### config.mk
export PLATFORM = sky130hd
export DESIGN_NAME = pixel_shifter
export DESIGN_NICKNAME = d
export VERILOG_FILES = /design/src/verilog/text_pkg.sv /design/src/verilog/pixel_shifter.sv
export SDC_FILE = /design/constraint.sdc
export NUM_CORES = 1
export LEC_CHECK = 0
export ABC_AREA = 1
export BUFFER_PORTS_ARGS = -buffer_cell sky130_fd_sc_hd__buf_2
export CORE_ASPECT_RATIO = 1.5
export CORE_MARGIN = 2
export CORE_UTILIZATION = 45
export DETAILED_ROUTE_END_ITERATION = 8
export GPL_TIMING_DRIVEN = 0
export SYNTH_ARGS = -nofsm -noshare
export SYNTH_HDL_FRONTEND = slang
export SYNTH_SLANG_ARGS = --single-unit
### constraint.sdc
create_clock -name sys_clk -period 2.3 [get_ports sys_clk]
set_clock_uncertainty 0.15 [all_clocks]
set_input_delay 0.115 -clock sys_clk [delete_from_list [all_inputs] [get_ports sys_clk]]
set_output_delay 0.115 -clock sys_clk [all_outputs]
set_load 0.03 [all_outputs]
### src/verilog/text_pkg.sv
`default_nettype none

package text_pkg;

   localparam int VRAM_ADDR_W = 12;       // 4 KiB of video memory

   typedef logic [VRAM_ADDR_W-1:0] vram_addr_t;
   typedef logic [7:0]             char_code_t;
   typedef logic [3:0]             color_idx_t;
   typedef logic [15:0]            rgb_t;   // RGB565
   typedef logic [3:0]             reg_off_t;

   // CPU register map
   localparam reg_off_t REG_TEXT_LO  = 4'd0;
   localparam reg_off_t REG_TEXT_HI  = 4'd1;
   localparam reg_off_t REG_ATTR_LO  = 4'd2;
   localparam reg_off_t REG_ATTR_HI  = 4'd3;
   localparam reg_off_t REG_CHARSET  = 4'd4;   // font base in 256 byte pages
   localparam reg_off_t REG_PAL_IDX  = 4'd5;
   localparam reg_off_t REG_PAL_DATA = 4'd6;   // low byte, then high byte
   localparam reg_off_t REG_VADDR_LO = 4'd8;
   localparam reg_off_t REG_VADDR_HI = 4'd9;
   localparam reg_off_t REG_VDATA    = 4'd10;

   typedef struct packed {
      logic [7:0] bitmap;   // one font row, msb is leftmost pixel
      color_idx_t fg;
      color_idx_t bg;
   } glyph_slice_t;

   typedef struct packed {
      logic       en;
      color_idx_t idx;
      rgb_t       color;
   } pal_wr_t;

   typedef struct packed {
      logic       en;
      vram_addr_t addr;
      char_code_t data;
   } vram_wr_t;

   typedef struct packed {
      vram_addr_t text_base;
      vram_addr_t attr_base;
      logic [7:0] charset;
   } disp_cfg_t;

   typedef enum logic [2:0] {IDLE, TEXT, ATTR, FONT, SEND} fetch_state_t;

endpackage

`default_nettype wire

### src/verilog/pixel_shifter.sv
`timescale 1ns/10ps
`default_nettype none

module pixel_shifter (
   input  wire logic                   sys_clk,
   input  wire logic                   rst,
   input  wire text_pkg::pal_wr_t      pal_wr,
   input  wire logic                   in_valid,
   input  wire text_pkg::glyph_slice_t in_slice,
   output logic                        in_ready,
   output logic                        pix_valid,
   output text_pkg::rgb_t              pix,
   input  wire logic                   pix_ready
);

   text_pkg::rgb_t         palette [16];
   text_pkg::glyph_slice_t cur;       // bitmap shifts left as pixels leave
   logic [2:0]             bit_cnt;
   logic                   accept;
   logic                   last_px;
   logic                   take;
   text_pkg::color_idx_t   px_idx;

   assign accept   = pix_valid && pix_ready;
   assign last_px  = accept && (bit_cnt == 3'd7);
   assign in_ready = !pix_valid || last_px;
   assign take     = in_valid && in_ready;

   assign px_idx = cur.bitmap[7] ? cur.fg : cur.bg;
   assign pix    = palette[px_idx];

   always_ff @(posedge sys_clk) begin
      if (rst) begin
         for (int i = 0; i < 16; i++) begin
            palette[i] <= '0;
         end
      end else if (pal_wr.en) begin
         palette[pal_wr.idx] <= pal_wr.color;
      end
   end

   always_ff @(posedge sys_clk) begin
      if (take) begin
         cur <= in_slice;
      end else if (accept) begin
         cur.bitmap <= {cur.bitmap[6:0], 1'b0};
      end
   end

   always_ff @(posedge sys_clk) begin
      if (rst) begin
         pix_valid <= 1'b0;
         bit_cnt   <= '0;
      end else if (take) begin
         pix_valid <= 1'b1;
         bit_cnt   <= '0;
      end else if (accept) begin
         if (bit_cnt == 3'd7) pix_valid <= 1'b0;   // slice drained, nothing waiting
         bit_cnt <= bit_cnt + 1'b1;
      end
   end

endmodule

`default_nettype wire

==> summary.txt <==
Final layout
  • Commonest non-fill, non-tap cell in the layout: edfxtp_1
  • Design Area, Final: ~0.016 mm²
  • Final core utilization: a little under three fifths
  • Layout area overhead: 20.6%
  • # fillers: about 2700
  • Commonest cells after routing, fill and taps aside: edfxtp_1 (272), nand3_1 (266), nor2_1 (262)
  • Antenna cells: 0
  • Final Net Count: approximately 1700
  • Layout cells sized above 1: between 15 and 20%

Route
  • DR WL/cell: around 21 µm
  • Drt initial violations: between 800 and 900
  • Drc violations: 0
  • Met1 WL: around 15000 µm
  • 1st-pass router iterations: 5
  • Via count: about 11000
  • Final WL: about 42000 µm
  • Via-to-Cell Ratio: 5.30
  • Met2 Routed Length: 22200 µm
  • Final ANT Viol Nets: 0
  • Max Used Layer: met4
  • Met3 WL: ~2400 µm

Placement
  • IO buf count: a little under 60
  • Placed inst area: 0.0143 mm²
  • Final HPWL DP: between 20000 and 30000 µm
  • Global placer's final weighted congestion: 0.920

STA
  • Slew headroom: a little over two fifths
  • Min Clock Period, post-route: ~2700 ps
  • Final Cycle Share: 115%
  • RSZ-0062 raised after global routing: yes
  • Fmax: ~380 MHz
  • Final WS setup: -356 ps
  • Count of final hold-check violations: 0
  • Final setup fails: 16
  • Setup TNS: -4940 ps
  • Slew @ Worst Pin: 870 ps
  • Slew Limit Fails: 0
  • Hold WS: 24.7 ps

Clock network
  • CTS tree: done
  • Worst-path clk slew: 60 ps
  • Sink Count: around 280
  • Clk_lat worst skew: 550 ps
  • CTS buffer count: 27
  • Maximum root-to-sink buffer count: 3
  • CTS H-Tree Depth: 1
  • Root Buffer: clkbuf_16

Floorplanning
  • Chip Height: around 220 µm
  • Die X: between 100 and 150 µm
  • Die Area: ~0.031 mm²
  • # rows: 77
  • Core Region: between 0.02 and 0.03 mm²
  • Starting Density: between 40% and 50%
  • Ports: 59

Logic synthesis
  • Post-synthesis adder-cell area fraction: less than 1%
  • EDFF count, synth: approximately 270
  • Synthesis-stage register bit count: between 200 and 300
  • Synthesized area per cell: 9.16 µm²
  • Synthesized area: approximately 0.013 mm²
  • Largest family of logic cells by synthesized area: simple AND/OR/NAND/NOR gates
  • Mapped Nets: ~1500
  • Post-synthesis cell count: roughly 1500
  • Most common flop cell mapped by yosys: edfxtp_1
  • Fraction of synthesized cell area in xor and xnor cells: 0.0650%
  • Yosys warns: 0
  • Async set-or-reset flop fraction in the synthesized netlist: 0%
  • Synth Area in Compound Gates: less than 1%
  • Register area share after synthesis: about three fifths
  • Simple-gate portion of the synthesized area: 27.9%
  • Mux cell area share after synthesis: 0%
  • Yosys cell types: 23

GRT
  • Aggregate global-route resource usage: roughly a quarter
  • Initial antenna violation count: 0
  • Number of global-route vias before repair: around 11000
  • Largest net degree at the start of global routing: 17
  • GRT overflow: 0
  • Global-route wire length before repair: about 62000 µm

Power
  • P_int: ~9.0 mW
  • Sequential Power Share: 46.4%
  • Combinational Power Share: 20.0%
  • Clock network fraction of total power: between 30% and 40%
  • LEAKAGE: about 7.3 nW
  • Peak supply drop: about 600 µV
  • Sw Pwr: 3.66 mW
  • Switching Share: roughly 29%
  • Total Power: 12.7 mW
  • Pwr/cell area: a little under 800 mW/mm²

Flow run
  • Max Cap Viol: 0

Setup path
  • Worst EP required: 2040 ps
  • Arrival @ worst endpoint: around 2400 ps
  • Worst setup EP type: primary output
  • CP max stage cell: edfxtp_1
  • Critical Path Max Stage Delay: between 400 and 500 ps
  • CP Max Fanout: 10
  • Worst path cell trace: buf_12, nand2_2, inv_1, nor2_4, buf_12, buf_12, nand3_1, nand3_2, nand3_2, nand2_1, buf_4
  • CP dominant cell by count: buf_12
  • Startpoint Class: flip-flop
  • Crit Path Class: reg2out

Status
  • Result of the run: finished with violations
  • Failing checks: negative setup slack

Min path
  • Class of the worst hold path: in2reg
## synthesized netlist by cell type, types with 2 or more instances
cell	number	area share [%]
nand3_1	306	11
edfxtp_1	272	61
nor2_1	262	7.3
inv_1	254	7.1
nand2_1	211	5.9
buf_2	52	1.9
clkbuf_1	33	0.92
nand3b_1	32	1.8
nand2_2	19	0.88
buf_4	4	0.22
dfxtp_1	4	0.59
a21oi_1	3	0.11
nor3_4	3	0.36
o21ai_2	3	0.19
buf_1	2	0.056
ha_1	2	0.19
inv_2	2	0.056
nand2_4	2	0.17
## power by group through the flow
stage	Sequential, mW	Combinational, mW	Clock, mW
final	5.90	2.55	4.26
after global routing	5.93	2.71	4.47
after CTS	5.90	2.40	4.29
after detailed placement	6.01	2.05	0
after global placement	6.00	2.04	0
after floorplan	5.98	1.30	0
## critical path: cells and delay by family, from the launching register on
family / cells / cell delay [ps]
buffers and inverters: 5 / 720
AND/OR/NAND/NOR: 6 / 690
flip-flops: 1 / 410
## registers in the layout, summed over array words and instances, names as in the netlist
register	cells
bit_cnt	3
pix_valid	1
palette	256
cur	16
## worst paths after layout
kind,start,end,slack [ps],cells after the start
setup / recovery,cur[15]$_DFFE_PP_,pix[13],-360,11
hold / removal,pal_wr[18],palette[0][2]$_SDFFCE_PN0P_,20,4
setup reg to reg,bit_cnt[0]$_SDFFE_PP0P_,pix_valid$_SDFFE_PP0P_,220,8
hold reg to reg,bit_cnt[1]$_SDFFE_PP0P_,bit_cnt[1]$_SDFFE_PP0P_,330,2
## cell families after synthesis
group           count (synthesis)
compound gates                  6
simple gates                  837
buf+inv                       349
fa+ha+maj                       2
xor+xnor                        1
flops                         276
## metrics by stage
| stage | cells | setup slack [ps] |
|---|---|---|
| finish | 2020 | -356 |
| floorplan | 1471 | 248 |
| global route | 2020 | -410 |
| detailed placement | 1924 | -481 |
| CTS | 2016 | -326 |
| global placement | 1924 | -436 |
## timing repair
item | 4_1_cts | 5_1_grt
cloned | 0 | 1
resized for setup | 142 | 51
pin swaps | 8 | 1
buffers inserted | 9 | 3
hold buffers | 38 | 0
setup endpoints to repair | 16 | 73
endpoints found under the hold margin | 122 | 0
## per-layer routing
layer  up-vias  global-route usage (%)
met2       435                    50.5
met4         0                    13.1
met5         -                       0
met1      5137                    28.5
li1       5002                       -
met3       131                    3.66
## area by class of cell
class	count	area [µm²]	share of cell area (%)
sequential	276	8250	50.7
multi-input combinational	846	4140	25.5
tap	395	494	3.04
timing repair buffer	109	862	5.30
clock inverter	12	116	0.716
inverter	257	973	5.99
clock buffer	33	698	4.29
buffer	92	727	4.47
No activity file was read; power rests on OpenSTA's default activity.
