[config.mk]
export PLATFORM = sky130hd
export DESIGN_NAME = char_fetch
export DESIGN_NICKNAME = d
export VERILOG_FILES = /design/src/verilog/text_pkg.sv /design/src/verilog/char_fetch.sv
export SDC_FILE = /design/constraint.sdc
export NUM_CORES = 1
export LEC_CHECK = 0
export BUFFER_PORTS_ARGS = -buffer_cell sky130_fd_sc_hd__buf_2
export CAP_MARGIN = 20
export CORE_ASPECT_RATIO = 0.75
export CORE_MARGIN = 4
export CORE_UTILIZATION = 47
export CTS_BUF_LIST = sky130_fd_sc_hd__clkbuf_4 sky130_fd_sc_hd__clkbuf_8
export DETAILED_ROUTE_END_ITERATION = 10
export GPL_TIMING_DRIVEN = 0
export PLACE_DENSITY = 0.8
export SLEW_MARGIN = 20
export SYNTH_ARGS = -nofsm -noshare
export SYNTH_HDL_FRONTEND = slang
export SYNTH_SLANG_ARGS = --single-unit
[constraint.sdc]
create_clock -name sys_clk -period 6.14 [get_ports sys_clk]
set_input_delay 1.228 -clock sys_clk [delete_from_list [all_inputs] [get_ports sys_clk]]
set_output_delay 1.228 -clock sys_clk [all_outputs]
set_load 0.01 [all_outputs]
[src/verilog/text_pkg.sv]
`default_nettype none

package text_pkg;

   localparam int VRAM_ADDR_W = 12;       // 4 KiB of video memory

   typedef logic [VRAM_ADDR_W-1:0] vram_addr_t;
   typedef logic [7:0]             char_code_t;
   typedef logic [3:0]             color_idx_t;
   typedef logic [15:0]            rgb_t;   // RGB565
   typedef logic [3:0]             reg_off_t;

   // CPU register map
   localparam reg_off_t REG_TEXT_LO  = 4'd0;
   localparam reg_off_t REG_TEXT_HI  = 4'd1;
   localparam reg_off_t REG_ATTR_LO  = 4'd2;
   localparam reg_off_t REG_ATTR_HI  = 4'd3;
   localparam reg_off_t REG_CHARSET  = 4'd4;   // font base in 256 byte pages
   localparam reg_off_t REG_PAL_IDX  = 4'd5;
   localparam reg_off_t REG_PAL_DATA = 4'd6;   // low byte, then high byte
   localparam reg_off_t REG_VADDR_LO = 4'd8;
   localparam reg_off_t REG_VADDR_HI = 4'd9;
   localparam reg_off_t REG_VDATA    = 4'd10;

   typedef struct packed {
      logic [7:0] bitmap;   // one font row, msb is leftmost pixel
      color_idx_t fg;
      color_idx_t bg;
   } glyph_slice_t;

   typedef struct packed {
      logic       en;
      color_idx_t idx;
      rgb_t       color;
   } pal_wr_t;

   typedef struct packed {
      logic       en;
      vram_addr_t addr;
      char_code_t data;
   } vram_wr_t;

   typedef struct packed {
      vram_addr_t text_base;
      vram_addr_t attr_base;
      logic [7:0] charset;
   } disp_cfg_t;

   typedef enum logic [2:0] {IDLE, TEXT, ATTR, FONT, SEND} fetch_state_t;

endpackage

`default_nettype wire

[src/verilog/char_fetch.sv]
`timescale 1ns/10ps
`default_nettype none

module char_fetch #(
   parameter int COLS       = 40,
   parameter int FIFO_DEPTH = 4
) (
   input  wire logic                sys_clk,
   input  wire logic                rst,
   input  wire text_pkg::disp_cfg_t cfg,
   input  wire logic                frame_start,
   input  wire logic                line_start,
   output logic                     line_busy,
   output text_pkg::vram_addr_t     vram_addr,
   input  wire logic [7:0]          vram_data,
   output logic                     slice_valid,
   output text_pkg::glyph_slice_t   slice,
   input  wire logic                credit_ret
);

   localparam int COL_W = (COLS > 1) ? $clog2(COLS) : 1;
   localparam int CRD_W = $clog2(FIFO_DEPTH + 1);

   text_pkg::fetch_state_t state;
   logic [COL_W-1:0]       col;
   logic [2:0]             scan_row;
   text_pkg::vram_addr_t   text_row;   // start of the current text row
   text_pkg::vram_addr_t   attr_row;
   text_pkg::char_code_t   code;
   text_pkg::char_code_t   attr;
   logic [CRD_W-1:0]       credits;
   logic [15:0]            font_full;
   logic                   last_col;
   logic                   line_done;

   assign last_col  = (col == COL_W'(COLS - 1));
   assign line_done = slice_valid && last_col;
   assign line_busy = (state != text_pkg::IDLE);

   // charset * 256 + code * 8 + scan row
   assign font_full = {cfg.charset, 8'h00} + {5'b00000, code, scan_row};

   always_comb begin
      case (state)
         text_pkg::TEXT: vram_addr = text_row + text_pkg::vram_addr_t'(col);
         text_pkg::ATTR: vram_addr = attr_row + text_pkg::vram_addr_t'(col);
         default:        vram_addr = font_full[text_pkg::VRAM_ADDR_W-1:0];
      endcase
   end

   // font address is held through SEND so the read byte stays put
   assign slice_valid = (state == text_pkg::SEND) && (credits != '0);
   assign slice       = '{bitmap: vram_data, fg: attr[3:0], bg: attr[7:4]};

   always_ff @(posedge sys_clk) begin
      if (rst) begin
         credits <= CRD_W'(FIFO_DEPTH);
      end else if (credit_ret && !slice_valid) begin
         credits <= credits + 1'b1;
      end else if (!credit_ret && slice_valid) begin
         credits <= credits - 1'b1;
      end
   end

   always_ff @(posedge sys_clk) begin
      if (rst) begin
         state <= text_pkg::IDLE;
         col   <= '0;
      end else begin
         case (state)
            text_pkg::IDLE: begin
               if (line_start) begin
                  col   <= '0;
                  state <= text_pkg::TEXT;
               end
            end
            text_pkg::TEXT: state <= text_pkg::ATTR;
            text_pkg::ATTR: state <= text_pkg::FONT;
            text_pkg::FONT: state <= text_pkg::SEND;
            text_pkg::SEND: begin
               if (slice_valid) begin
                  if (last_col) begin
                     state <= text_pkg::IDLE;
                  end else begin
                     col   <= col + 1'b1;
                     state <= text_pkg::TEXT;
                  end
               end
            end
            default: state <= text_pkg::IDLE;
         endcase
      end
   end

   // read data lags the address by one state
   always_ff @(posedge sys_clk) begin
      if (state == text_pkg::ATTR) begin
         code <= vram_data;
      end
      if (state == text_pkg::FONT) begin
         attr <= vram_data;
      end
   end

   always_ff @(posedge sys_clk) begin
      if (rst) begin
         scan_row <= '0;
         text_row <= '0;
         attr_row <= '0;
      end else if (frame_start) begin
         scan_row <= '0;
         text_row <= cfg.text_base;
         attr_row <= cfg.attr_base;
      end else if (line_done) begin
         scan_row <= scan_row + 1'b1;
         if (scan_row == 3'd7) begin   // next character row
            text_row <= text_row + text_pkg::vram_addr_t'(COLS);
            attr_row <= attr_row + text_pkg::vram_addr_t'(COLS);
         end
      end
   end

endmodule

`default_nettype wire

==> impl_metrics.ini <==
[run_status]
status = finished, final reports clean

[timing]
setup_tns_ns = 0
timing.final.crit_share = 0.832
final.min_clock_period_ns = 5.11
hold_viol = 0
finalClockSkew_ns = 0.00508
relSlewSlack = 0.653
report.final.slew_viol_count = 0
setup_viol_count_final = 0
tightest_slew_ns = 0.521
rsz0062_at_grt = no
fmax_mhz = 196

[clocking]
clock_sinks = 55
cts_buffers = 5
cts_resized = 0
h-tree-depth = 2
root_buffer = clkbuf_8
cts_tree = done
hold_buffers = 0
clk_latency_ns = 0.32
cts_setup_buffers = 0
clk_pin_slew_ns = 0.11
clockBufferDepth = 2

[worst_hold_path]
holdPathStages = 2
min-delay-start = attr_row[2]
min_to = attr_row[2]
hold_path.class = flip-flop to flip-flop

[cells_and_area]
final_cell_mix = buf_2, dfxtp_1, nor2_1, xor2_1, a211oi_1
syn2layout_area_growth_pct = 17.1
final_common_cell = buf_2
drive_above_1_share = 0.280
diodes = 0
instances_no_fill = 495
final_nets = 473

[yosys]
synth_ff_type = dfxtp_1
ys_seq_area_frac = 0.385
ys_ff_latch = 55
synth_edf_count = 16
synth_cells = 335
syn-num-nets = 398
async_flop_share = 0
syn-cell-area_um2 = 3280
syn_avg_cell_area_um2 = 9.78
yosysWarnings = 0
yosysUniqueCellTypes = 56

[critical_path]
start_kind = flip-flop
endpoint_kind = output port
regToRegSetupSlack_ns = 3.82
setup.worst_path.class = flip-flop to output port
worstReg2RegEnd = credits[2]
reg2reg_from = state[2]
crit_arrival_ns = 3.88
path_max_fanout = 17
crit_required_ns = 4.91
rr_worst_depth = 8

[place]
portBuffers = 68
place_inst = 487
place_hpwl_mm = 5.95
globalplace.congestion = 0.932

[drt]
drtAntennaViolNets = 0
routedWlPerCell_um = 15.6
num_vias = 2692
drc_errors = 0
viasPerCell = 5.44
dr.pass1.iters = 4
wl_mm = 7.71
drtIter0Drc = 79

[power_and_ir_drop]
power_leakage_uw = 0.00163
ir_worst_vdd_mv = 0.174
cellPowerDensity_nw_per_um2 = 231

[die]
die_y_um = 80.3
io_pins = 75
initial_core_util = 0.482
rows = 26
die_w_um = 104
core_area_um2 = 6800
dieArea_um2 = 8390

[grt]
grt_overflow = 0
grt_start_max_net_pins = 19
antenna_found_initial = 0
grt_pass1_vias = 2544
grt_pass1_wl_mm = 12.8
grt_use_total = 0.188

[flow_run]
timing.max_cap.violations = 0
[registers in the layout, summed over array words and instances (netlist names)]
register	flops
col	6
scan_row	3
state	3
text_row	12
attr	8
code	8
attr_row	12
credits	3
[area by class of cell]
| class | count | area [um^2] |
|---|---|---|
| fillers | 610 | 2960 |
| repair buffers | 68 | 340 |
| plain buffers | 24 | 151 |
| clock inverters | 3 | 47.5 |
| inverters | 9 | 33.8 |
| flip-flops and latches | 55 | 1260 |
| multi-input cells | 247 | 1830 |
| clock buffers | 5 | 68.8 |
| well taps | 84 | 105 |
[cells in the mapped netlist, drive strengths merged (10+ instances only)]
cell	n	area, um^2
nor2	35	134
mux2i	15	150
nand3	10	70.1
edfxtp	16	480
nand4	10	62.6
o21ai	16	80.1
clkbuf	10	37.5
a211oi	19	143
dfxtp	39	781
mux2	11	124
buf	14	114
xor2	27	236
ha	15	188
nand2	17	63.8
[metrics by stage]
step | utilization | power [uW] | setup WS (ns) | cell area, um^2 | hold slack, ns
finish | 0.565 | 888 | 1.03 | 3840 | 0.507
global route | 0.565 | 932 | 0.825 | 3840 | 0.547
global placement | 0.547 | 634 | 1.53 | 3720 | 0.469
detailed placement | 0.547 | 641 | 1.42 | 3720 | 0.486
floorplan | - | 565 | 1.91 | 3280 | 0.454
CTS | 0.565 | 891 | 1.04 | 3840 | 0.513
[how the worst max path moves through the flow]
stage,from,end,slack (ns),cells past startpoint
6_report,state[1],vram_addr[6],1.03,11
5_1_grt,state[1],vram_addr[10],0.83,11
4_1_cts,state[1],vram_addr[6],1.04,11
3_5_place_dp,state[1],vram_addr[6],1.42,11
3_3_place_gp,state[1],vram_addr[10],1.53,11
2_1_floorplan,state[1],vram_addr[8],1.91,10
[routing by layer]
| metal | vias to the layer above | wire (um) | GRT usage |
|---|---|---|---|
| li1 | 1349 | - | - |
| met1 | 1254 | 3800 | 0.271 |
| met2 | 83 | 3260 | 0.280 |
| met3 | 6 | 615 | 0.0562 |
| met4 | 0 | 31 | 0.0345 |
| met5 | - | 0 | 0 |
[power by group]
part / switching, uW / internal (uW)
sequential: 22.3 / 399
combinational: 120 / 92.9
clock: 130 / 124
[cells by family after synthesis]
logic type      Yosys count  synth area share
xor+xnor                 34            0.0909
buf+inv                  33            0.0565
mux                      26            0.0836
simple gates            107             0.181
compound gates           62             0.127
flops                    55             0.385
fa+ha+maj                18            0.0756
[critical path: stages (launching register included)]
cell      delay, ns
dfxtp_1        0.47
nor3b_4        0.45
buf_2          0.47
mux2_2         0.40
ha_1           0.23
fa_1           0.44
a211oi_1       0.28
o21ai_0        0.23
nand2_1        0.15
xor2_1         0.17
o21ai_0        0.10
buf_2          0.17
(Power assumes the default switching activity.)
