File: src/verilog/text_pkg.sv
`default_nettype none

package text_pkg;

   localparam int VRAM_ADDR_W = 12;       // 4 KiB of video memory

   typedef logic [VRAM_ADDR_W-1:0] vram_addr_t;
   typedef logic [7:0]             char_code_t;
   typedef logic [3:0]             color_idx_t;
   typedef logic [15:0]            rgb_t;   // RGB565
   typedef logic [3:0]             reg_off_t;

   // CPU register map
   localparam reg_off_t REG_TEXT_LO  = 4'd0;
   localparam reg_off_t REG_TEXT_HI  = 4'd1;
   localparam reg_off_t REG_ATTR_LO  = 4'd2;
   localparam reg_off_t REG_ATTR_HI  = 4'd3;
   localparam reg_off_t REG_CHARSET  = 4'd4;   // font base in 256 byte pages
   localparam reg_off_t REG_PAL_IDX  = 4'd5;
   localparam reg_off_t REG_PAL_DATA = 4'd6;   // low byte, then high byte
   localparam reg_off_t REG_VADDR_LO = 4'd8;
   localparam reg_off_t REG_VADDR_HI = 4'd9;
   localparam reg_off_t REG_VDATA    = 4'd10;

   typedef struct packed {
      logic [7:0] bitmap;   // one font row, msb is leftmost pixel
      color_idx_t fg;
      color_idx_t bg;
   } glyph_slice_t;

   typedef struct packed {
      logic       en;
      color_idx_t idx;
      rgb_t       color;
   } pal_wr_t;

   typedef struct packed {
      logic       en;
      vram_addr_t addr;
      char_code_t data;
   } vram_wr_t;

   typedef struct packed {
      vram_addr_t text_base;
      vram_addr_t attr_base;
      logic [7:0] charset;
   } disp_cfg_t;

   typedef enum logic [2:0] {IDLE, TEXT, ATTR, FONT, SEND} fetch_state_t;

endpackage

`default_nettype wire

File: src/verilog/glyph_fifo.sv
`timescale 1ns/10ps
`default_nettype none

module glyph_fifo #(
   parameter int FIFO_DEPTH = 4
) (
   input  wire logic                   sys_clk,
   input  wire logic                   rst,
   input  wire logic                   in_valid,
   input  wire text_pkg::glyph_slice_t in_slice,
   output logic                        credit_ret,
   output logic                        out_valid,
   output text_pkg::glyph_slice_t      out_slice,
   input  wire logic                   out_ready
);

   localparam int PTR_W = (FIFO_DEPTH > 1) ? $clog2(FIFO_DEPTH) : 1;
   localparam int CNT_W = $clog2(FIFO_DEPTH + 1);

   text_pkg::glyph_slice_t mem [FIFO_DEPTH];
   logic [PTR_W-1:0]       wr_ptr;
   logic [PTR_W-1:0]       rd_ptr;
   logic [CNT_W-1:0]       count;
   logic                   pop;

   function automatic logic [PTR_W-1:0] next_ptr(input logic [PTR_W-1:0] p);
      return (p == PTR_W'(FIFO_DEPTH - 1)) ? '0 : p + 1'b1;
   endfunction

   assign out_valid = (count != '0);
   assign out_slice = mem[rd_ptr];
   assign pop       = out_valid && out_ready;

   // no full check, the writer only sends against credits
   always_ff @(posedge sys_clk) begin
      if (in_valid) begin
         mem[wr_ptr] <= in_slice;
      end
   end

   always_ff @(posedge sys_clk) begin
      if (rst) begin
         wr_ptr     <= '0;
         rd_ptr     <= '0;
         count      <= '0;
         credit_ret <= 1'b0;
      end else begin
         credit_ret <= pop;   // one credit back per entry popped
         if (in_valid) wr_ptr <= next_ptr(wr_ptr);
         if (pop)      rd_ptr <= next_ptr(rd_ptr);
         if (in_valid && !pop)      count <= count + 1'b1;
         else if (!in_valid && pop) count <= count - 1'b1;
      end
   end

endmodule

`default_nettype wire

File: config.mk
export PLATFORM = sky130hd
export DESIGN_NAME = glyph_fifo
export DESIGN_NICKNAME = d
export VERILOG_FILES = /design/src/verilog/text_pkg.sv /design/src/verilog/glyph_fifo.sv
export SDC_FILE = /design/constraint.sdc
export NUM_CORES = 1
export LEC_CHECK = 0
export ABC_AREA = 1
export ABC_CLOCK_PERIOD_IN_PS = 1700
export BUFFER_PORTS_ARGS = -buffer_cell sky130_fd_sc_hd__buf_4
export CORE_UTILIZATION = 51
export CTS_CLUSTER_DIAMETER = 150
export CTS_CLUSTER_SIZE = 10
export DETAILED_ROUTE_END_ITERATION = 10
export HOLD_SLACK_MARGIN = 0.05
export PLACE_DENSITY = 0.74
export SYNTH_ARGS = -nofsm -noshare
export SYNTH_HDL_FRONTEND = slang
export SYNTH_SLANG_ARGS = --single-unit
File: constraint.sdc
create_clock -name sys_clk -period 1.7 [get_ports sys_clk]
set_clock_uncertainty 0.1 [all_clocks]
set_input_delay 0.51 -clock sys_clk [delete_from_list [all_inputs] [get_ports sys_clk]]
set_output_delay 0.51 -clock sys_clk [all_outputs]
set_load 0.02 [all_outputs]
==> impl_metrics.py, run 1 <==
metrics = {
    "outcome": {
        "status": "finished, violations left",
        "violations": "negative setup slack",
    },
    "final_layout": {
        "regArea_um2": 2130,
        "nFillCells": 322,
        "antenna_cells": 0,
        "syn2layout_area_growth_pct": 37.5,
        "nets": 311,
        "layout-drive-gt1-share_pct": 41.9,
        "multi_input_area_um2": 767,
        "postLayoutCoreUtil_pct": 74.8,
    },
    "clock_tree": {
        "numClockSinks": 74,
        "cts_buffer_depth": 2,
        "cts-root-buf": "clkbuf_8",
        "clk_pin_slew_ns": 0.07,
        "clk_latency_ns": 0.33,
        "htreeDepth": 3,
        "cts_buffers": 9,
        "tritoncts": "done",
        "cts_hold_buf": 0,
    },
    "grt": {
        "grt-ovfl-total": 0,
        "grtUsageTotal_pct": 19.8,
        "grt_pass1_vias": 1873,
        "grt_max_degree": 17,
        "grt_pass1_wl_um": 8710,
        "antenna_found_initial": 0,
    },
    "sta": {
        "min_period_ns": 1.96,
        "finalSetupTns_ns": -3.74,
        "timing.fmax_mhz": 510,
        "layout_setup_ws_ns": -0.262,
        "post-route-period-util_pct": 115,
        "holdWs_ns": 0.248,
        "maxSlewHeadroom_pct": 86.2,
        "drv_slew": 0,
        "setup_viol": 16,
        "rsz0062_at_grt": "true",
        "worst_pin_slew_ns": 0.206,
        "hold_viol_final": 0,
    },
    "yosys": {
        "syn_inst": 219,
        "synth_area_leaders": "edfxtp_1 (67%), dfxtp_1 (7.0%), nor2_1 (5.7%), o21ai_1 (4.9%), o22ai_1 (3.5%)",
        "synth.net_count": 246,
        "async_reset_ff_share_pct": 0,
        "synthFlopType": "edfxtp_1",
        "ys_ff_latch": 74,
        "synth_common_cells": "edfxtp_1 (64), nor2_1 (43), o21ai_1 (28)",
        "syn_area_um2": 2850,
        "synth_seq_area_share_pct": 74.5,
        "synth_edf_count": 64,
        "synth_area_leader_cell": "edfxtp_1",
        "avgSynthCellArea_um2": 13.0,
        "yosysMostFrequentCell": "edfxtp_1",
        "yosysTopAreaCellShare_pct": 67.4,
        "ys_warn_count": 0,
        "ys_types": 19,
    },
    "floorplan": {
        "row_count": 26,
        "ioPinCount": 38,
        "dieArea_um2": 5890,
        "fp.dieW_um": 76.8,
        "initial_core_util_pct": 54.4,
        "die_height_um": 76.8,
        "core_area_um2": 5240,
    },
    "worst_setup_path": {
        "start_kind": "register",
        "crit_chain": "buf_12 > o21ai_1 > o22ai_2 > buf_6",
        "cp_max_fo": 15,
        "endpoint_kind": "primary output",
        "crit_arrival_ns": 1.35,
        "r2r-start": "count[0]",
        "r2r_end": "count[2]",
        "reg2reg_setup_slack_ns": 0.07,
        "path_class": "reg2out",
        "crit_path_top_delay_cell": "dfxtp_4",
        "crit_required_ns": 1.09,
        "critPathMaxStageDelay_ns": 0.42,
        "r2r_cells": 12,
    },
    "power_and_ir_drop": {
        "power_density_nw_per_um2": 1580,
        "power_mw": 6.21,
        "leakage_nw": 1.52,
        "ir_worst_vdd_v": 0.00109,
    },
    "route": {
        "met1_length_um": 2300,
        "drt_iter0_drc": 100,
        "drt-total-wl_um": 5620,
        "met3_length_um": 243,
        "ant_nets": 0,
        "route.detailed.wl_per_inst_um": 15.7,
        "vias_per_cell": 5.31,
        "vias": 1905,
        "drc": 0,
        "wl_met2_um": 2990,
        "first_pass_iters": 4,
        "top_layer": "met4",
    },
    "min_path": {
        "hp-class": "in2reg",
        "holdPathStages": 2,
        "hp-start": "rst",
        "hold_path_end": "count[0]",
    },
    "place": {
        "place_congestion": 0.733,
        "hpwl_um": 3390,
        "portBuffers": 37,
    },
    "flow_run": {
        "max_cap_violations": 0,
    },
}
-- registers in the layout, summed over array words and instances (netlist names), named ones only --
| signal | cells |
|---|---|
| mem | 64 |
| count | 3 |
| rd_ptr | 2 |
| wr_ptr | 2 |
| credit_ret | 1 |
-- cells by family after synthesis --
family | count (synthesis) | share of synthesized area, %
buffers and inverters | 24 | 3.69
adders and majority gates | 7 | 3.34
and+or+nand+nor | 60 | 8.21
AOI/OAI and AO/OA | 53 | 10.0
DFF | 74 | 74.5
xor gates and xnor gates | 1 | 0.307
-- area by class of cell --
class	instances	share of cell area, %
Clock inverter	7	2.97
Clock buffer	9	3.16
Multi-Input combinational cell	121	19.6
Timing Repair Buffer	62	15.8
Sequential cell	74	54.4
Inverter	16	1.85
Tap cell	70	2.23
-- worst max-delay path by stage --
| stage | from | endpoint | depth (start not counted) |
|---|---|---|---|
| global route | register | out_slice[0] | 4 |
| floorplan | count[0] | count[2] | 12 |
| finish | register | out_slice[10] | 4 |
| CTS | register | out_slice[10] | 5 |
| global placement | out_ready | count[2] | 11 |
| detailed placement | out_ready | count[2] | 11 |
-- per-layer routing --
| metal | track usage (%) | up-vias |
|---|---|---|
| li1 | - | 919 |
| met1 | 23.8 | 934 |
| met2 | 34.6 | 43 |
| met3 | 4.29 | 9 |
| met4 | 8.08 | 0 |
| met5 | 0 | - |
-- placed cells by master, fill, tap and decap left out, types with 6 or more instances in the layout --
master and count:
nor2_1 32, clkbuf_8 9, o21ai_1 17, edfxtp_1 64
nand2_1 11, inv_1 11, buf_12 6, nor2_2 11
o22ai_1 12, buf_4 42, buf_6 10, o21ai_2 13
-- repair_timing --
item,CTS,global route
gates cloned,0,3
endpoints found under the hold margin,0,0
buffers inserted,3,0
resized for setup,18,46
pin swaps,6,12
setup endpoints to repair,18,19
-- per-stage QoR --
stage / instance area [um^2] / instances / worst slack, ns
4_1_cts: 3700 / 356 / -0.267
3_3_place_gp: 3390 / 337 / -0.0336
2_1_floorplan: 2870 / 219 / -0.0379
3_5_place_dp: 3390 / 337 / -0.0947
6_report: 3920 / 359 / -0.262
5_1_grt: 3920 / 359 / -0.318
-- worst max-delay path, delay by kind of cell (launching register included) --
kind	cells	cell delay (ns)
compound gates	2	0.30
flops	1	0.42
buf+inv	2	0.30
-- power breakdown --
part / internal [mW] / switching, mW / total, mW
logic: 1.12 / 1.24 / 2.36
clock network: 0.975 / 0.636 / 1.61
registers: 2.13 / 0.103 / 2.24
(Power assumes the default switching activity.)
==> run 2: changes to the inputs <==
Settings changed: ABC_AREA 1 to unset.
==> run 2 against run 1 <==
  * The flow still finishes with violations (negative setup slack)
  * Wire length fell by 16%
  * Via count down 28%
  * Maximum frequency is 8.9% lower
  * Setup slack lost 0.19 ns
  * Die area fell by 0.90%
  * Synthesized cell count fell by 41%
  * First-iteration DRC count is 31% lower
  * Largest power group is now sequential cells
  * Core utilization down 4.1 points
==> impl_metrics.py, run 2 <==
metrics = {
    "outcome": {
        "status": "finished, violations left",
        "violations": "negative setup slack",
    },
    "yosys": {
        "synth_seq_area_share_pct": 75.1,
        "synth_area_leaders": "edfxtp_1 (68%), mux4_2 (8.0%), dfxtp_1 (7.1%), mux4_1 (5.6%), ha_1 (2.7%)",
        "synth_common_cells": "edfxtp_1 (64), dfxtp_1 (10), mux4_2 (10)",
        "synth_area_leader_cell": "edfxtp_1",
        "yosysTopAreaCellShare_pct": 68.1,
        "ys_warn_count": 0,
        "yosysMostFrequentCell": "edfxtp_1",
        "synthFlopType": "edfxtp_1",
        "yosys.area_share.simple_pct": 2.61,
        "muxShareOfSynthArea_pct": 15.0,
        "synth_top_family_by_area": "multiplexers",
        "avgSynthCellArea_um2": 21.7,
        "syn_area_um2": 2820,
        "async_reset_ff_share_pct": 0,
        "synth_edf_count": 64,
        "syn_inst": 130,
        "synth.net_count": 157,
        "synth-xor-area-share_pct": 0.620,
        "synth_compound_area_share_pct": 1.28,
        "ys_ff_latch": 74,
        "synthAdderAreaFrac_pct": 3.37,
        "ys_types": 20,
    },
    "worst_setup_path": {
        "path_class": "reg2out",
        "crit_arrival_ns": 1.54,
        "endpoint_kind": "primary output",
        "cp_max_fo": 3,
        "crit_required_ns": 1.09,
        "start_kind": "register",
    },
    "power_and_ir_drop": {
        "power_density_nw_per_um2": 1440,
        "power_mw": 5.30,
        "leakage_nw": 1.33,
        "ir_worst_vdd_v": 0.00112,
    },
    "sta": {
        "finalSetupTns_ns": -7.58,
        "drv_slew": 0,
        "timing.fmax_mhz": 465,
        "hold_viol_final": 0,
        "min_period_ns": 2.15,
        "worst_pin_slew_ns": 0.251,
        "maxSlewHeadroom_pct": 83.1,
        "setup_viol": 19,
        "post-route-period-util_pct": 127,
        "rsz0062_at_grt": "true",
        "layout_setup_ws_ns": -0.453,
    },
    "place": {
        "hpwl_um": 3030,
        "portBuffers": 37,
        "place_congestion": 0.711,
        "preCtsSetupSlack_ns": -0.416,
        "post_dp_cell_area_um2": 3320,
    },
    "min_path": {
        "hp-class": "in2reg",
    },
    "final_layout": {
        "final_cell_mix": "edfxtp_1 (64), buf_4 (31), buf_6 (17)",
        "reg_top3": "mem x64, count x3",
        "layout-drive-gt1-share_pct": 50.0,
        "antenna_cells": 0,
        "layout_commonest_cell": "edfxtp_1",
        "largest_reg_flops": 64,
        "nFillCells": 340,
        "regMostFlops": "mem",
        "syn2layout_area_growth_pct": 30.3,
        "nets": 218,
        "post-route-cell-area_um2": 3680,
    },
    "clock_tree": {
        "cts-root-buf": "clkbuf_8",
        "clk_latency_ns": 0.34,
        "htreeDepth": 3,
        "clk_pin_slew_ns": 0.08,
        "cts_buffer_depth": 2,
        "numClockSinks": 74,
        "cts_buffers": 9,
        "tritoncts": "done",
    },
    "grt": {
        "antenna_found_initial": 0,
        "grt_pass1_wl_um": 7450,
        "grt_pass1_vias": 1493,
        "grt-ovfl-total": 0,
        "grt_max_degree": 17,
        "grtUsageTotal_pct": 17.9,
    },
    "route": {
        "first_pass_iters": 4,
        "vias": 1379,
        "drt_iter0_drc": 69,
        "drt-total-wl_um": 4700,
        "ant_nets": 0,
        "vias_per_cell": 5.18,
        "drc": 0,
        "route.detailed.wl_per_inst_um": 17.7,
    },
    "flow_run": {
        "max_cap_violations": 0,
    },
    "floorplan": {
        "core_area_um2": 5200,
        "initial_core_util_pct": 54.3,
        "fp.dieW_um": 76.4,
        "die_height_um": 76.4,
        "ioPinCount": 38,
        "row_count": 26,
        "dieArea_um2": 5840,
    },
}
## run 2: path summary, 6_finish.rpt
| check | from | to | slack, ns | cells past startpoint |
|---|---|---|---|---|
| setup / recovery | register | out_slice[0] | -0.45 | 3 |
| hold / removal | in_slice[10] | mem[1][10] | 0.26 | 1 |
| setup reg to reg | count[1] | count[2] | -0.39 | 7 |
| hold reg to reg | rd_ptr[0] | register | 0.42 | 2 |
## run 2: cells by family after synthesis
family                     count (synthesis)
buffers and inverters                      8
AOI/OAI and AO/OA                          4
muxes                                     20
xor gates and xnor gates                   2
adders and majority gates                  7
and+or+nand+nor                           15
DFF                                       74
## run 2: final cells by class
cell class	instances	area [um^2]	share of cell area (%)
Clock inverter	7	124	3.37
Clock buffer	9	124	3.37
Inverter	3	11.3	0.306
Multi-Input combinational cell	48	642	17.4
Sequential cell	74	2130	57.9
Timing Repair Buffer	55	559	15.2
Tap cell	70	87.6	2.38
## run 2: worst max-delay path, cell delays in order (launching register included)
cell and delay, ns:
dfxtp_4 0.38, buf_4 0.14, mux4_2 0.50, buf_4 0.17
## run 2: per-layer routing
layer,GRT usage [%],wire length [um],up-vias
met5,0,0,-
li1,-,-,638
met4,10.4,102,0
met3,4.07,174,12
met1,20.4,1920,699
met2,31.0,2500,30
## run 2: power by group
group          leakage (nW)  switching [mW]  total [mW]  internal (mW)
Combinational         0.535           0.636        1.46          0.826
Sequential            0.672          0.0813        2.20           2.12
Clock                 0.120           0.654        1.64          0.987
Total                  1.33            1.37        5.30           3.93
## run 2: metrics by stage
step	utilization (%)	hold WS, ns	std cells
final	70.7	0.255	266
after global routing	70.7	0.236	266
after CTS	70.1	0.249	264
after detailed placement	63.8	0.406	246
after global placement	63.8	0.379	246
after floorplan	-	0.356	130
## run 2: repair_timing
action,4_1_cts,5_1_grt
endpoints found under the setup margin,19,19
buffers inserted,2,3
hold buffers,0,0
pin swaps,1,4
gates resized for setup,31,5
