[src/verilog/text_pkg.sv]
`default_nettype none

package text_pkg;

   localparam int VRAM_ADDR_W = 12;       // 4 KiB of video memory

   typedef logic [VRAM_ADDR_W-1:0] vram_addr_t;
   typedef logic [7:0]             char_code_t;
   typedef logic [3:0]             color_idx_t;
   typedef logic [15:0]            rgb_t;   // RGB565
   typedef logic [3:0]             reg_off_t;

   // CPU register map
   localparam reg_off_t REG_TEXT_LO  = 4'd0;
   localparam reg_off_t REG_TEXT_HI  = 4'd1;
   localparam reg_off_t REG_ATTR_LO  = 4'd2;
   localparam reg_off_t REG_ATTR_HI  = 4'd3;
   localparam reg_off_t REG_CHARSET  = 4'd4;   // font base in 256 byte pages
   localparam reg_off_t REG_PAL_IDX  = 4'd5;
   localparam reg_off_t REG_PAL_DATA = 4'd6;   // low byte, then high byte
   localparam reg_off_t REG_VADDR_LO = 4'd8;
   localparam reg_off_t REG_VADDR_HI = 4'd9;
   localparam reg_off_t REG_VDATA    = 4'd10;

   typedef struct packed {
      logic [7:0] bitmap;   // one font row, msb is leftmost pixel
      color_idx_t fg;
      color_idx_t bg;
   } glyph_slice_t;

   typedef struct packed {
      logic       en;
      color_idx_t idx;
      rgb_t       color;
   } pal_wr_t;

   typedef struct packed {
      logic       en;
      vram_addr_t addr;
      char_code_t data;
   } vram_wr_t;

   typedef struct packed {
      vram_addr_t text_base;
      vram_addr_t attr_base;
      logic [7:0] charset;
   } disp_cfg_t;

   typedef enum logic [2:0] {IDLE, TEXT, ATTR, FONT, SEND} fetch_state_t;

endpackage

`default_nettype wire

[src/verilog/cpu_regs.sv]
`timescale 1ns/10ps
`default_nettype none

module cpu_regs (
   input  wire logic               sys_clk,
   input  wire logic               rst,
   input  wire logic               cpu_wr,
   input  wire logic               cpu_rd,
   input  wire text_pkg::reg_off_t cpu_addr,
   input  wire logic [7:0]         cpu_wr_data,
   output logic [7:0]              cpu_rd_data,
   output text_pkg::vram_wr_t      vram_wr,
   output text_pkg::pal_wr_t       pal_wr,
   output text_pkg::disp_cfg_t     cfg
);

   localparam int AW   = text_pkg::VRAM_ADDR_W;
   localparam int HI_W = AW - 8;   // address bits held in the _HI registers

   text_pkg::vram_addr_t text_base;
   text_pkg::vram_addr_t attr_base;
   logic [7:0]           charset;
   text_pkg::vram_addr_t vaddr;
   text_pkg::color_idx_t pal_idx;
   logic [7:0]           pal_lo;
   logic                 pal_hi;   // next data write is the high byte

   assign cfg = '{text_base: text_base, attr_base: attr_base, charset: charset};

   // vram store goes straight through, pointer steps on the same edge
   assign vram_wr = '{en:   cpu_wr && (cpu_addr == text_pkg::REG_VDATA),
                      addr: vaddr,
                      data: cpu_wr_data};

   always_ff @(posedge sys_clk) begin
      if (rst) begin
         text_base <= '0;
         attr_base <= '0;
         charset   <= '0;
         vaddr     <= '0;
         pal_idx   <= '0;
         pal_lo    <= '0;
         pal_hi    <= 1'b0;
         pal_wr    <= '0;
      end else begin
         pal_wr.en <= 1'b0;
         if (cpu_wr) begin
            case (cpu_addr)
               text_pkg::REG_TEXT_LO:  text_base[7:0]    <= cpu_wr_data;
               text_pkg::REG_TEXT_HI:  text_base[AW-1:8] <= cpu_wr_data[HI_W-1:0];
               text_pkg::REG_ATTR_LO:  attr_base[7:0]    <= cpu_wr_data;
               text_pkg::REG_ATTR_HI:  attr_base[AW-1:8] <= cpu_wr_data[HI_W-1:0];
               text_pkg::REG_CHARSET:  charset           <= cpu_wr_data;
               text_pkg::REG_PAL_IDX: begin
                  pal_idx <= cpu_wr_data[3:0];
                  pal_hi  <= 1'b0;
               end
               text_pkg::REG_PAL_DATA: begin
                  if (!pal_hi) begin
                     pal_lo <= cpu_wr_data;
                     pal_hi <= 1'b1;
                  end else begin
                     pal_wr  <= '{en: 1'b1, idx: pal_idx, color: {cpu_wr_data, pal_lo}};
                     pal_idx <= pal_idx + 1'b1;   // auto increment
                     pal_hi  <= 1'b0;
                  end
               end
               text_pkg::REG_VADDR_LO: vaddr[7:0]    <= cpu_wr_data;
               text_pkg::REG_VADDR_HI: vaddr[AW-1:8] <= cpu_wr_data[HI_W-1:0];
               text_pkg::REG_VDATA:    vaddr         <= vaddr + 1'b1;
               default: ;
            endcase
         end
      end
   end

   // data ports are write only and read as zero
   always_ff @(posedge sys_clk) begin
      if (rst) begin
         cpu_rd_data <= '0;
      end else if (cpu_rd) begin
         case (cpu_addr)
            text_pkg::REG_TEXT_LO:  cpu_rd_data <= text_base[7:0];
            text_pkg::REG_TEXT_HI:  cpu_rd_data <= 8'(text_base[AW-1:8]);
            text_pkg::REG_ATTR_LO:  cpu_rd_data <= attr_base[7:0];
            text_pkg::REG_ATTR_HI:  cpu_rd_data <= 8'(attr_base[AW-1:8]);
            text_pkg::REG_CHARSET:  cpu_rd_data <= charset;
            text_pkg::REG_PAL_IDX:  cpu_rd_data <= 8'(pal_idx);
            text_pkg::REG_VADDR_LO: cpu_rd_data <= vaddr[7:0];
            text_pkg::REG_VADDR_HI: cpu_rd_data <= 8'(vaddr[AW-1:8]);
            default:                cpu_rd_data <= '0;
         endcase
      end
   end

endmodule

`default_nettype wire

[config.mk]
export PLATFORM = sky130hd
export DESIGN_NAME = cpu_regs
export DESIGN_NICKNAME = d
export VERILOG_FILES = /design/src/verilog/text_pkg.sv /design/src/verilog/cpu_regs.sv
export SDC_FILE = /design/constraint.sdc
export NUM_CORES = 1
export LEC_CHECK = 0
export BUFFER_PORTS_ARGS = -buffer_cell sky130_fd_sc_hd__buf_2
export CAP_MARGIN = 20
export CORE_AREA = 2 2 72 143
export CTS_BUF_LIST = sky130_fd_sc_hd__clkbuf_4
export CTS_CLUSTER_DIAMETER = 60
export DETAILED_ROUTE_END_ITERATION = 8
export DIE_AREA = 0 0 74 145
export GPL_ROUTABILITY_DRIVEN = 0
export GPL_TIMING_DRIVEN = 0
export PLACE_DENSITY = 0.71
export REMOVE_ABC_BUFFERS = 1
export SLEW_MARGIN = 10
export SYNTH_ARGS = -nofsm -noshare
export SYNTH_HDL_FRONTEND = slang
export SYNTH_SLANG_ARGS = --single-unit
[constraint.sdc]
create_clock -name sys_clk -period 1.5 [get_ports sys_clk]
set_clock_uncertainty 0.2 [all_clocks]
set_input_delay 0 -clock sys_clk [delete_from_list [all_inputs] [get_ports sys_clk]]
set_output_delay 0 -clock sys_clk [all_outputs]
set_load 0.03 [all_outputs]
==> results of run 1 <==
## Yosys cell counts (3+ instances only)
cell type / count / area, um^2
buf_6: 5 / 56.3
o2bb2ai_1: 4 / 35.0
nor2b_1: 5 / 31.3
a31oi_1: 3 / 18.8
and2_1: 8 / 50.1
mux2i_1: 46 / 460
clkbuf_1: 14 / 52.6
a21oi_1: 35 / 175
nor4_1: 3 / 18.8
nand2_1: 36 / 135
a22o_1: 4 / 35.0
nor2_1: 56 / 210
mux2_2: 5 / 56.3
buf_4: 19 / 143
nor3_1: 5 / 25.0
nand3_2: 3 / 30.0
inv_1: 6 / 22.5
nand3_1: 28 / 140
a32oi_1: 3 / 26.3
nand3b_1: 3 / 22.5
a222oi_1: 4 / 40.0
and3_1: 4 / 25.0
o32ai_1: 3 / 26.3
dfxtp_1: 86 / 1720
nor4bb_1: 4 / 40.0
o21ai_0: 15 / 75.1
a211oi_1: 5 / 37.5
buf_2: 11 / 55.1
## kinds of logic (layout without fill, tap and decap cells)
| group | after synthesis | count (layout) | synth area share, % |
|---|---|---|---|
| and+or+nand+nor | 177 | 178 | 22.0 |
| AOI/OAI and AO/OA | 102 | 102 | 16.7 |
| DFF | 86 | 86 | 40.3 |
| buffers and inverters | 56 | 160 | 7.82 |
| muxes | 52 | 52 | 12.4 |
| adders and majority gates | 3 | 3 | 0.820 |
| other | 0 | 1 | 0 |
## worst max-delay path, delay by kind of cell, from the launching register on
kind / cells / cell delay [ns]
AND/OR/NAND/NOR: 2 / 0.48
AO/OA/AOI/OAI: 2 / 0.46
flip-flops: 1 / 0.42
## final timing paths
path	from	endpoint	cells past startpoint
worst min-delay path	cpu_wr	vaddr[9]	3
worst max register to register	vaddr[1]	vaddr[9]	4
worst max-delay path	vaddr[1]	vaddr[9]	4
worst min register to register	text_base[2]	text_base[2]	2
## layer usage
layer | track usage, % | vias to the layer above
li1 | - | 1924
met1 | 26.4 | 1963
met2 | 40.4 | 189
met3 | 4.93 | 58
met4 | 17.1 | 0
met5 | 0 | -
## cells in the final DEF, fill, tap and decap left out, drive strengths merged, types with 10 or more instances in the layout
master       netlist  routed
nand3             31      31
clkbuf            15      10
nor2              57      57
nand2             36      36
o21ai             15      15
dlygate4sd3        0      17
buf               35     119
a21oi             35      35
dfxtp             86      86
mux2i             46      46
## metrics by stage
stage	setup WS, ns	area, um^2	total power, mW	TNS (ns)	utilization [%]
floorplan	-0.470	3960	2.58	-12.89	-
global placement	-1.72	4610	2.81	-81.58	47.9
detailed placement	-1.07	4710	2.84	-53.98	48.8
CTS	-0.117	5330	4.26	-1.41	55.3
global route	-0.158	5410	4.43	-0.733	56.2
finish	-0.118	5410	4.27	-0.373	56.2
## power by group
part / internal, mW / switching, mW
Sequential: 2.30 / 0.0281
Clock: 0.528 / 0.878
Combinational: 0.184 / 0.350
Total: 3.01 / 1.26
## registers in the layout, summed over array words and instances (netlist names)
name,flops
pal_idx,4
cpu_rd_data,8
attr_base,12
pal_hi,1
pal_wr,21
pal_lo,8
text_base,12
charset,8
vaddr,12
## area by class of cell
class | count | area [um^2]
multi-input cells | 335 | 2410
fillers | 873 | 4220
clock inverters | 7 | 81.3
diodes | 1 | 2.50
flip-flops and latches | 86 | 1760
inverters | 6 | 22.5
well taps | 132 | 165
repair buffers | 138 | 905
clock buffers | 9 | 67.6
## what timing repair did
action,4_1_cts,5_1_grt
gates cloned,1,0
buffers inserted,19,2
hold endpoints to repair,86,20
gates resized for setup,48,13
hold buffers,15,2
endpoints found under the setup margin,63,32
pin swaps,13,7
==> results by group, run 1 <==
Global route
  – Initial antenna violation count: 1
  – First-pass GRT wire length: 20.3 mm
  – GRT Resource Usage Total: 24.4%
  – Largest net degree at the start of global routing: 65
  – Vias in the first global route: 3966
  – GRT overflow: 0

Critical path
  – Max Fanout on Critical Path: 4
  – Setup CP Type: register to register
  – CP Cell Sequence: nand3_4, or3_4, o31a_1, o31ai_2
  – Crit start category: register
  – Crit path capture type: register
  – R2R setup slack: -0.12 ns
  – Max incr delay on CP: 0.42 ns
  – Crit path arrival time: around 1.8 ns
  – CP Data Required Time: 1.70 ns
  – Slowest-stage cell, CP: dfxtp_4

Drt
  – Pre-antenna DRT Iters: 6
  – Vias per cell: 5.79
  – WL met3: 743 um
  – DRC: 0
  – WL/cell: about 18 um
  – Top Metal Used: met4
  – Routed length on met1: 4.78 mm
  – Antenna Violating Nets Remaining: 0
  – Met2 WL: 6.75 mm
  – DRT iter0 DRCs: 244
  – WL final: between 10 and 15 mm
  – Via count: between 4000 and 5000

Timing
  – Max_slew headroom: a little over 40%
  – Least-Margin Pin Slew: between 0.8 and 0.9 ns
  – Final setup vio count: 7
  – Smallest hold slack: -0.170 ns
  – Final worst-path cycle share: 108%
  – Fmax achieved: 0.618 GHz
  – Setup ws final: -0.118 ns
  – Final Max Tran Viols: 0
  – RSZ-0062 raised after global routing: true
  – Final Hold Fails: 13
  – Final min period: 1.62 ns

Power and ir drop
  – Power Density: just under 800 nW/um^2
  – Maximum vdd drop: 0.762 mV
  – Leak pwr: around 2.5 nW

Floorplanning
  – Row count: 51
  – Die Wd: 74 um
  – Initial core utilization: between 40% and 50%
  – Die H: 145 um
  – IO Count: 98
  – DIE AREA: about 11000 um^2
  – Core ar.: 9640 um^2

Min path
  – Worst min-delay path category: input pin to register

Clocking
  – Clk Latency, worst-skew pair: 0.46 ns
  – Clk buf depth: 2
  – CTS H-tree lvls: 3
  – Clock sink total: 86
  – TritonCTS Buffers: 9
  – CTS tree: built
  – CTS root buf: clkbuf_4
  – Clk pin slew, worst setup/hold paths: 0.15 ns

Layout
  – Share of cells above drive strength 1: 33.0%
  – Area Overhead vs Synth: 26.6%
  – # nets final: about 590
  – Layout Cells excl Fill: slightly above 700

Logic synthesis
  – Ys async rst share: 0%
  – Distinct cells, synth: 72
  – Post-synth EDFFs: 0
  – Syn avg cell area: around 9.0 um^2
  – Seq/Total Area, Yosys: between 40% and 50%
  – Cells after synthesis: 476
  – Mapped Area: 4270 um^2
  – Primary flip-flop cell chosen by synthesis mapping: dfxtp_1
  – Yosys Warn Count: 0
  – Seq cells post-synth: 86

Run
  – Max-Cap Viols: 0

Status
  – Status: finished with violations
  – Failing checks: negative hold slack, negative setup slack

Place
  – Port Buf Inserts: 97
  – Inst Count DP: ~660
  – DP Wirelength: 8.61 mm
No activity file was read; power rests on OpenSTA's default activity.
==> inputs of run 2 (changes only) <==
--- a/config.mk
+++ b/config.mk
@@ -14,7 +14,7 @@
 export DIE_AREA = 0 0 74 145
 export GPL_ROUTABILITY_DRIVEN = 0
 export GPL_TIMING_DRIVEN = 0
-export PLACE_DENSITY = 0.71
+export PLACE_DENSITY = 0.69
 export REMOVE_ABC_BUFFERS = 1
 export SLEW_MARGIN = 10
 export SYNTH_ARGS = -nofsm -noshare
==> constraint.sdc (replaced) <==
create_clock -name sys_clk -period 2 [get_ports sys_clk]
set_clock_uncertainty 0.2 [all_clocks]
set_input_delay 0 -clock sys_clk [delete_from_list [all_inputs] [get_ports sys_clk]]
set_output_delay 0 -clock sys_clk [all_outputs]
set_load 0.03 [all_outputs]
==> run 2 against run 1 <==
Net effect:
- the flow finishes with violations (negative hold slack)
- register-to-register slack better by 0.23 ns
- final area down 6.6%
- core utilization down 3.7 points
- routed wire length down 4.8%
- global-route usage down 0.82 points
- clock power down 37%
- largest cell class unchanged
- largest power group unchanged
==> results by group, run 2 (same netlist as run 1, synthesis figures left out) <==
Status
  – Status: finished with violations
  – Failing checks: negative hold slack

Timing
  – Final min period: 1.89 ns
  – Final worst-path cycle share: 94.6%
  – Final setup vio count: 0
  – Setup ws final: 0.109 ns
  – Least-Margin Pin Slew: 0.945 ns
  – Final Max Tran Viols: 0
  – Final Hold Fails: 12
  – Fmax achieved: approximately 0.53 GHz
  – Max_slew headroom: 36.1%
  – Smallest hold slack: -0.169 ns

Clocking
  – Clk buf depth: 2
  – CTS root buf: clkbuf_4
  – Clk Latency, worst-skew pair: 0.47 ns
  – CTS tree: built
  – CTS H-tree lvls: 3
  – Clock sink total: 86
  – TritonCTS Buffers: 9
  – Clk pin slew, worst setup/hold paths: 0.14 ns

Floorplanning
  – Row count: 51
  – Core ar.: 9640 um^2
  – IO Count: about 100
  – Die H: 145 um
  – DIE AREA: 10700 um^2
  – Die Wd: 74 um
  – Initial core utilization: 44.4%

Drt
  – WL final: 12.5 mm
  – Antenna Violating Nets Remaining: 0
  – Pre-antenna DRT Iters: 4
  – WL/cell: 17.9 um
  – Vias per cell: approximately 5.6
  – DRC: 0
  – Via count: 3910
  – DRT iter0 DRCs: 232

Critical path
  – RR Startpoint: vaddr[3]
  – Crit path arrival time: 2.07 ns
  – Crit start category: register
  – CP Data Required Time: 2.17 ns
  – Setup CP Type: register to register
  – Beginning of the critical path: vaddr[3]
  – Max Fanout on Critical Path: 9
  – Crit path capture type: register

Layout
  – Fill cells: 930
  – Share of cells above drive strength 1: between 20% and 30%
  – Area Overhead vs Synth: 18.3%
  – Most frequent cells in the layout: buf_2 (96), dfxtp_1 (85), nor2_1 (56)
  – # nets final: 577
  – Largest register by flop count: pal_wr
  – Final instance area: 5060 um^2
  – Most common cell after layout, fill and taps aside: buf_2
  – Largest register FFs: 21
  – Layout Cells excl Fill: 697

Global route
  – GRT Resource Usage Total: 23.6%
  – GRT overflow: 0
  – Largest net degree at the start of global routing: 85
  – First-pass GRT wire length: approximately 20 mm
  – Initial antenna violation count: 1
  – Vias in the first global route: between 3000 and 4000

Power and ir drop
  – Maximum vdd drop: 0.318 mV
  – Power Density: 596 nW/um^2
  – Leak pwr: 2.28 nW
  – Overall power: roughly 3 mW

Place
  – Post-DP Area: about 4700 um^2
  – Port Buf Inserts: 97
  – Place WS: -0.525 ns
  – Inst Count DP: 657
  – DP Wirelength: 8.58 mm

Run
  – Max-Cap Viols: 0

Min path
  – Worst min-delay path category: input pin to register
  – Origin of the worst min-delay path: cpu_wr
-- run 2: cell count changes in the layout (fill, tap and decap cells not counted), sizes merged --
| cell | delta |
|---|---|
| clkinvlp | +2 |
| nor3b | -1 |
| buf | -20 |
| clkdlybuf4s15 | -1 |
| dlygate4sd3 | +5 |
| clkbuf | -1 |
| bufinv | -1 |
| inv | -1 |
| dlymetal6s4s | +1 |
-- run 2: worst paths after layout --
path	depth (start not counted)	slack [ns]	endpoint
setup / recovery	4	0.11	vaddr[9]
hold / removal	3	-0.17	vaddr[9]
setup reg to reg	4	0.11	vaddr[9]
hold reg to reg	2	0.27	attr_base[0]
-- run 2: final cells by class --
| cell class | count | area [um^2] | area share (%) |
|---|---|---|---|
| antenna | 1 | 2.50 | 0.0495 |
| timing repair buffer | 122 | 776 | 15.3 |
| sequential | 86 | 1720 | 34.1 |
| inverter | 6 | 22.5 | 0.445 |
| clock inverter | 7 | 50.0 | 0.990 |
| clock buffer | 9 | 67.6 | 1.34 |
| multi-input combinational | 334 | 2250 | 44.5 |
| tap | 132 | 165 | 3.27 |
-- run 2: power by group --
group	internal [mW]	switching, mW	leakage [nW]
Combinational	0.121	0.244	1.53
Clock	0.256	0.634	0.0583
Sequential	1.73	0.0241	0.694
Total	2.11	0.903	2.28
-- run 2: critical path, cell delays in order (launching register included) --
cell,delay (ns)
dfxtp_1,0.52
nand3_2,0.20
or3_1,0.42
o31a_1,0.25
o31ai_1,0.22
-- run 2: per-stage QoR --
stage,util [%],TNS [ns]
floorplan,-,0
global placement,47.9,-42.16
detailed placement,48.7,-14.93
CTS,52.3,0
global route,52.5,-0.00433
finish,52.5,0
-- run 2: per-layer routing --
layer / part of all wire [%] / GRT usage [%]
met2: 53 / 40.1
met3: 4.7 / 4.51
met5: 0 / 0
met4: 5.1 / 14.9
met1: 37 / 25.4
-- run 2: repair_timing --
| item | in CTS | in global routing |
|---|---|---|
| hold buffers | 22 | 1 |
| setup buffers | 0 | 0 |
| endpoints found under the setup margin | 16 | 14 |
| resized for setup | 1 | 2 |
| hold endpoints to repair | 86 | 12 |
